`config.mk`:
```
export PLATFORM = sky130hd
export DESIGN_NAME = cmdq_top
export DESIGN_NICKNAME = d
export VERILOG_FILES = /design/src/cmdq_pkg.sv /design/src/sync_fifo.sv /design/src/cmd_exec.sv /design/src/cmdq_top.sv
export SDC_FILE = /design/constraint.sdc
export NUM_CORES = 1
export LEC_CHECK = 0
export BUFFER_PORTS_ARGS = -buffer_cell sky130_fd_sc_hd__buf_2
export CORE_AREA = 5 5 148 291
export CTS_CLUSTER_SIZE = 40
export DETAILED_ROUTE_END_ITERATION = 10
export DIE_AREA = 0 0 153 296
export PLACE_DENSITY = 0.79
export SLEW_MARGIN = 20
export SYNTH_ARGS = -nofsm -noshare
export SYNTH_HDL_FRONTEND = slang
export SYNTH_HIERARCHICAL = 1
export SYNTH_SLANG_ARGS = --single-unit
```
`constraint.sdc`:
```
create_clock -name clk -period 5.4 [get_ports clk]
set_input_delay 0.54 -clock clk [delete_from_list [all_inputs] [get_ports clk]]
set_output_delay 0.54 -clock clk [all_outputs]
set_load 0.05 [all_outputs]
```
`src/cmdq_pkg.sv`:
```
package cmdq_pkg;

    // scratchpad and payload sizing
    localparam int ADDR_W = 4;                  // 16 scratchpad entries
    localparam int DATA_W = 16;                 // one data word
    localparam int TAG_W  = 4;                  // host tag, echoed in the response

    // command opcodes
    typedef enum logic [1:0] {
        OP_WRITE = 2'b00,                       // store data at addr
        OP_READ  = 2'b01,                       // return word at addr
        OP_ADD   = 2'b10                        // return old word, store old + data
    } op_e;                                     // 2'b11 unused, dropped by the executor

    // command as pushed by the host, 26 bits
    typedef struct packed {
        op_e               op;                  // what to do
        logic [TAG_W-1:0]  tag;                 // copied into the response
        logic [ADDR_W-1:0] addr;                // scratchpad index
        logic [DATA_W-1:0] data;                // write value or addend
    } cmd_t;

    // response popped by the host, 20 bits
    typedef struct packed {
        logic [TAG_W-1:0]  tag;                 // tag of the originating command
        logic [DATA_W-1:0] data;                // word as it was before the command
    } rsp_t;

endpackage

```
`src/sync_fifo.sv`:
```
`timescale 1ns/10ps

// show-ahead synchronous FIFO, any depth >= 1
// head entry is on data_o whenever empty_o is low
module sync_fifo #(
    parameter int  DEPTH = 4,                   // number of entries, need not be a power of two
    parameter type T     = logic [7:0]          // payload type
) (
    input  logic clk,                           // clock
    input  logic rst_n,                         // async reset, pointers only
    input  logic push_i,                        // write strobe, only while not full
    input  logic pop_i,                         // read strobe, only while not empty
    input  T     data_i,                        // write data
    output logic full_o,                        // no free entry
    output logic empty_o,                       // no valid entry
    output T     data_o                         // head entry, no read latency
);

    localparam int IDX_W = (DEPTH > 1) ? $clog2(DEPTH) : 1;    // index bits
    localparam logic [IDX_W-1:0] LAST_IDX = IDX_W'(DEPTH - 1); // index before wrap

    // elaboration guard on the depth
    if (DEPTH < 1) begin : g_bad_depth
        $error("sync_fifo needs DEPTH >= 1, got %0d", DEPTH);
    end

    logic [IDX_W:0] wr_ptr, wr_ptr_nxt;         // msb is the wrap bit
    logic [IDX_W:0] rd_ptr, rd_ptr_nxt;         // msb is the wrap bit
    logic [IDX_W-1:0] wr_idx;                   // storage index of the next write
    logic [IDX_W-1:0] rd_idx;                   // storage index of the head

    T mem [DEPTH];                              // payload storage

    // step a pointer by one entry
    // index returns to zero after LAST_IDX and the wrap bit toggles there
    function automatic logic [IDX_W:0] ptr_step(input logic [IDX_W:0] ptr);
        logic [IDX_W:0] nxt;
        if (ptr[IDX_W-1:0] == LAST_IDX) begin
            nxt = {~ptr[IDX_W], {IDX_W{1'b0}}}; // wrap, flip msb
        end else begin
            nxt = ptr + 1'b1;                   // plain increment
        end
        return nxt;
    endfunction

    assign wr_idx = wr_ptr[IDX_W-1:0];
    assign rd_idx = rd_ptr[IDX_W-1:0];

    // next pointer values
    always_comb begin
        wr_ptr_nxt = wr_ptr;                    // hold by default
        rd_ptr_nxt = rd_ptr;
        if (push_i) begin
            wr_ptr_nxt = ptr_step(wr_ptr);      // advance on push
        end
        if (pop_i) begin
            rd_ptr_nxt = ptr_step(rd_ptr);      // advance on pop
        end
    end

    // pointer registers
    always_ff @(posedge clk or negedge rst_n) begin
        if (!rst_n) begin
            wr_ptr <= '0;                       // empty after reset
            rd_ptr <= '0;
        end else begin
            wr_ptr <= wr_ptr_nxt;
            rd_ptr <= rd_ptr_nxt;
        end
    end

    // storage write
    always_ff @(posedge clk) begin
        if (push_i) begin
            mem[wr_idx] <= data_i;              // lands at the write index
        end
    end

    // show-ahead read, head straight from storage
    assign data_o = mem[rd_idx];

    // status flags
    assign empty_o = (wr_ptr == rd_ptr);        // same index, same lap
    assign full_o  = (wr_idx == rd_idx)         // same index
                   & (wr_ptr[IDX_W] != rd_ptr[IDX_W]); // writer one lap ahead

    // writer must respect full
    a_no_push_full: assert property (
        @(posedge clk) disable iff (!rst_n)
        push_i |-> !full_o
    ) else $error("sync_fifo push while full");

    // reader must respect empty
    a_no_pop_empty: assert property (
        @(posedge clk) disable iff (!rst_n)
        pop_i |-> !empty_o
    ) else $error("sync_fifo pop while empty");

    // pointer scheme never reports both
    a_not_full_and_empty: assert property (
        @(posedge clk) disable iff (!rst_n)
        !(full_o && empty_o)
    ) else $error("sync_fifo full and empty at once");

endmodule

```
`src/cmd_exec.sv`:
```
`timescale 1ns/10ps

// in-order command executor with a 16-word scratchpad
// one command per cycle, stalls only on a response command with no response space
module cmd_exec (
    input  logic             clk,               // clock
    input  logic             rst_n,             // async reset, clears scratchpad
    input  logic             cmd_empty_i,       // command FIFO empty
    input  cmdq_pkg::cmd_t   cmd_i,             // command FIFO head
    output logic             cmd_pop_o,         // consume head this edge
    input  logic             rsp_full_i,        // response FIFO full
    output logic             rsp_push_o,        // push response this edge
    output cmdq_pkg::rsp_t   rsp_o              // response payload
);

    import cmdq_pkg::*;

    localparam int SP_WORDS = 1 << ADDR_W;      // scratchpad entries

    logic [DATA_W-1:0] spad [SP_WORDS];         // scratchpad storage
    logic [DATA_W-1:0] old_word;                // word at head addr before the edge
    logic [DATA_W-1:0] new_word;                // word to store
    logic              needs_rsp;               // head produces a response
    logic              stores;                  // head modifies the scratchpad
    logic              issue;                   // head executes this cycle
    logic              spad_we;                 // scratchpad write enable

    // decode the head
    always_comb begin
        needs_rsp = 1'b0;
        stores    = 1'b0;
        new_word  = old_word;                   // read keeps the word
        case (cmd_i.op)
            OP_WRITE: begin
                stores   = 1'b1;
                new_word = cmd_i.data;          // plain store
            end
            OP_READ: begin
                needs_rsp = 1'b1;               // old word goes back
            end
            OP_ADD: begin
                needs_rsp = 1'b1;
                stores    = 1'b1;
                new_word  = old_word + cmd_i.data; // wraps mod 2^DATA_W
            end
            default: begin
                needs_rsp = 1'b0;               // unused opcode, popped and dropped
                stores    = 1'b0;
            end
        endcase
    end

    assign old_word = spad[cmd_i.addr];         // combinational read at head addr

    // issue when there is a head and, if it answers, room for the answer
    assign issue      = !cmd_empty_i && (!needs_rsp || !rsp_full_i);
    assign cmd_pop_o  = issue;                  // one strobe per command
    assign rsp_push_o = issue && needs_rsp;     // writes never push
    assign spad_we    = issue && stores;

    // response carries the tag and the pre-edge word
    assign rsp_o = rsp_t'{tag: cmd_i.tag, data: old_word};

    // scratchpad update
    always_ff @(posedge clk or negedge rst_n) begin
        if (!rst_n) begin
            for (int i = 0; i < SP_WORDS; i++) begin
                spad[i] <= '0;                  // all words start at zero
            end
        end else if (spad_we) begin
            spad[cmd_i.addr] <= new_word;       // data or sum
        end
    end

    // a response only ever comes from a popped command
    a_push_needs_pop: assert property (
        @(posedge clk) disable iff (!rst_n)
        rsp_push_o |-> cmd_pop_o
    ) else $error("cmd_exec response pushed without a pop");

    // response FIFO back-pressure honoured
    a_no_push_rsp_full: assert property (
        @(posedge clk) disable iff (!rst_n)
        rsp_push_o |-> !rsp_full_i
    ) else $error("cmd_exec push while response FIFO full");

    // command FIFO never underflows
    a_no_pop_cmd_empty: assert property (
        @(posedge clk) disable iff (!rst_n)
        cmd_pop_o |-> !cmd_empty_i
    ) else $error("cmd_exec pop while command FIFO empty");

endmodule

```
`src/cmdq_top.sv`:
```
`timescale 1ns/10ps

// command queue subsystem
// host -> command FIFO -> executor -> response FIFO -> host
module cmdq_top #(
    parameter int CMD_DEPTH = 6,                // command FIFO entries
    parameter int RSP_DEPTH = 3                 // response FIFO entries
) (
    input  logic           clk,                 // clock
    input  logic           rst_n,               // async reset, active low
    input  logic           cmd_push_i,          // host push strobe
    input  cmdq_pkg::cmd_t cmd_i,               // host command
    output logic           cmd_full_o,          // no room for a command
    input  logic           rsp_pop_i,           // host pop strobe
    output cmdq_pkg::rsp_t rsp_o,               // response head
    output logic           rsp_empty_o          // no response waiting
);

    import cmdq_pkg::*;

    // command FIFO to executor
    logic cmd_empty;                            // no command at the head
    cmd_t cmd_head;                             // head command, valid when not empty
    logic cmd_pop;                              // executor consumes head

    // executor to response FIFO
    logic rsp_push;                             // executor pushes a response
    rsp_t rsp_data;                             // response payload
    logic rsp_full;                             // response FIFO has no room

    // command queue
    sync_fifo #(
        .DEPTH (CMD_DEPTH),
        .T     (cmd_t)
    ) u_cmd_fifo (
        .clk     (clk),
        .rst_n   (rst_n),
        .push_i  (cmd_push_i),                  // straight from the host
        .pop_i   (cmd_pop),
        .data_i  (cmd_i),
        .full_o  (cmd_full_o),                  // straight back to the host
        .empty_o (cmd_empty),
        .data_o  (cmd_head)
    );

    // executor and scratchpad
    cmd_exec u_exec (
        .clk         (clk),
        .rst_n       (rst_n),
        .cmd_empty_i (cmd_empty),
        .cmd_i       (cmd_head),
        .cmd_pop_o   (cmd_pop),
        .rsp_full_i  (rsp_full),                // back-pressure from the host side
        .rsp_push_o  (rsp_push),
        .rsp_o       (rsp_data)
    );

    // response queue
    sync_fifo #(
        .DEPTH (RSP_DEPTH),
        .T     (rsp_t)
    ) u_rsp_fifo (
        .clk     (clk),
        .rst_n   (rst_n),
        .push_i  (rsp_push),
        .pop_i   (rsp_pop_i),                   // host pop
        .data_i  (rsp_data),
        .full_o  (rsp_full),
        .empty_o (rsp_empty_o),                 // host sees empty directly
        .data_o  (rsp_o)                        // show-ahead head to host
    );

endmodule

```
==> flow_summary.json <==
{
  "critPathArrivalTime_ps": 5510,
  "yosysSeqAreaShare_pct": 60.4,
  "final_max_slew_viol_count": 0,
  "syn_area_per_cell_sq_um": 13.0,
  "yosysMostFrequentCell": "dfrtp_1",
  "synth_top_cell_area_share_pct": 30.8,
  "hp-class": "in -> async",
  "synthCells": 1686,
  "ys_ff_latch": 486,
  "clock_latency_ps": 560,
  "rsz0062_at_grt": "false",
  "ys_async_sr_fraction_pct": 55.6,
  "cts_buffer_depth": 3,
  "failed_checks": "hold timing",
  "post-cts-setup-buffer-count": 0,
  "final_layout_size_suffix_gt1_share_pct": 21.9,
  "relSlewSlack_pct": 28.3,
  "root_buffer": "clkbuf_16",
  "crit_required_ps": 5820,
  "clkTransAtPathRegs_ps": 70,
  "endpoint_kind": "register",
  "crit_start": "u_cmd_fifo/rd_ptr[1]",
  "die-area_sq_um": 45300,
  "die_y_um": 296,
  "viasPerCell": 6.14,
  "via_count": 14085,
  "numCtsBuffers": 41,
  "final_core_util_pct": 60.5,
  "synth_common_cells": "dfrtp_1, edfxtp_1, a21oi_1",
  "critPathKind": "reg -> reg",
  "cts_tree": "yes",
  "synthToLayoutAreaGrowth_pct": 11.3,
  "grtUsageTotal_pct": 24.9,
  "postRouteAntennaNets": 0,
  "fin_nets": 1781,
  "r2r-start": "u_cmd_fifo/rd_ptr[1]",
  "reg2reg_depth": 14,
  "outcome": "finished with violations",
  "grt_antenna_before_repair": 2,
  "synth_edf_count": 216,
  "synth_nets": 1734,
  "grt_max_degree": 153,
  "drt_iter0_markers": 1234,
  "yosys_warnings": 6,
  "synth_area_leaders": "dfrtp_1, edfxtp_1, mux4_2, mux2i_1, a21oi_1",
  "ys_types": 65,
  "synthesis.area_sq_um": 21900,
  "worst-slew-pin-transition_ps": 1070,
  "crit_path_end": "u_exec/spad[143]",
  "cts_resized": 0,
  "routedWlPerCell_um": 24.4,
  "die_x_um": 153,
  "fin_crit_ps": 5100,
  "hold_viol_final": 7,
  "grt_pass1_vias": 14907,
  "overflow": 0,
  "fin_skew_ps": 18.2,
  "setup_tns_ps": 0,
  "initial_utilization_pct": 54.4,
  "row_count": 104,
  "rrSetupSlack_ps": 300,
  "reg2reg_to": "u_exec/spad[143]",
  "portBuffers": 51,
  "yosys_most_used_dff": "dfrtp_1",
  "hold_ws_ps": -13.0,
  "n_fill_cell": 3132,
  "grt_pass1_wl_mm": 86.3,
  "hold_buffers": 0,
  "dpl.hpwl_mm": 38.4,
  "setup_viol": 0,
  "max_cap_viol_count": 0,
  "drc": 0,
  "core-area_sq_um": 40300,
  "path_max_fanout": 28,
  "finalCritPeriodShare_pct": 94.4,
  "cts.sinks": 486,
  "max_freq_mhz": 196,
  "h-tree-depth": 2,
  "drt_wl_total_mm": 56.0,
  "dr.pass1.iters": 8,
  "pin_count": 52,
  "place.gp.congestion": 0.910,
  "critPathLaunchType": "register",
  "synth_top_area_cell": "dfrtp_1"
}
sequential cells by signal, indices dropped and copies added (netlist names):
name and cells:
u_rsp_fifo/wr_ptr 3, u_cmd_fifo/rd_ptr 4, u_exec/spad 256, u_cmd_fifo/wr_ptr 4, u_rsp_fifo/mem 60, u_cmd_fifo/mem 156
u_rsp_fifo/rd_ptr 3
metal layers:
layer / vias up / GRT usage, % / share of wire [%]
met5: - / 0 / 0
met4: 0 / 16.9 / 8.1
met3: 216 / 3.21 / 4.9
met2: 553 / 45.5 / 53
met1: 7071 / 26.7 / 34
li1: 6245 / - / -
placed cells by master, fill, tap and decap left out, types with 7 or more instances in the layout:
cell	synthesis	layout
dfrtp_1	270	269
edfxtp_1	216	216
a21oi_1	210	210
nor2_1	198	188
nand2_1	137	137
mux2i_1	106	106
buf_4	24	85
mux4_2	75	75
o21ai_0	55	55
buf_2	38	50
clkbuf_16	0	43
mux2_4	25	25
o21ai_1	22	22
o221ai_2	25	21
nand3_1	19	19
mux2_2	19	19
a211oi_1	19	19
ha_1	17	17
xnor2_1	13	13
and2_1	12	12
xor2_1	11	11
a21o_1	11	11
nor2_2	0	10
inv_1	8	8
clkbuf_1	58	7
bufinv_16	0	7
a22oi_1	7	7
through the flow:
step	cells	cell area (sq um)	worst slack, ps
finish	2295	24400	304
global route	2295	24400	34.2
CTS	2294	24400	95.4
detailed placement	2220	23000	132
global placement	2219	23000	222
floorplan	1686	21900	5.53
worst max-delay path, cell delays in order (launching register included):
cell	delay [ps]
dfrtp_1	430
or2_2	430
o221ai_4	250
buf_12	260
buf_4	300
mux4_2	530
mux4_2	640
ha_1	350
buf_4	170
a21o_1	190
a211oi_1	200
or3_1	550
a21oi_1	140
mux2i_1	400
nand2_1	90
cell families after synthesis:
family | share of synthesized area (%)
muxes | 15.3
and+or+nand+nor | 7.80
buffers and inverters | 3.68
xor gates and xnor gates | 1.03
AOI/OAI and AO/OA | 10.8
DFF | 60.4
adders and majority gates | 1.06
final cells by class:
class / count / area [sq um] / share of cell area [%]
sequential: 486 / 13200 / 54.2
multi-input combinational: 1053 / 8000 / 32.8
clock buffer: 54 / 1160 / 4.74
timing repair buffer: 142 / 1020 / 4.19
tap: 530 / 663 / 2.72
clock inverter: 20 / 294 / 1.20
inverter: 9 / 33.8 / 0.138
antenna: 1 / 2.50 / 0.0102
worst min path at each step:
stage / slack, ps / from / to
6_report: -10 / rst_n / u_rsp_fifo/rd_ptr[0]
3_5_place_dp: 470 / u_exec/spad[52] / u_exec/spad[52]
5_1_grt: 80 / rst_n / u_rsp_fifo/rd_ptr[2]
2_1_floorplan: 240 / rst_n / u_cmd_fifo/rd_ptr[0]
4_1_cts: 70 / rst_n / u_rsp_fifo/rd_ptr[0]
3_3_place_gp: 460 / u_exec/spad[218] / u_exec/spad[218]
Power is left out: the tool's default activity adds up to more than one toggle a clock period on the data nets, which glitch-free logic cannot reach.
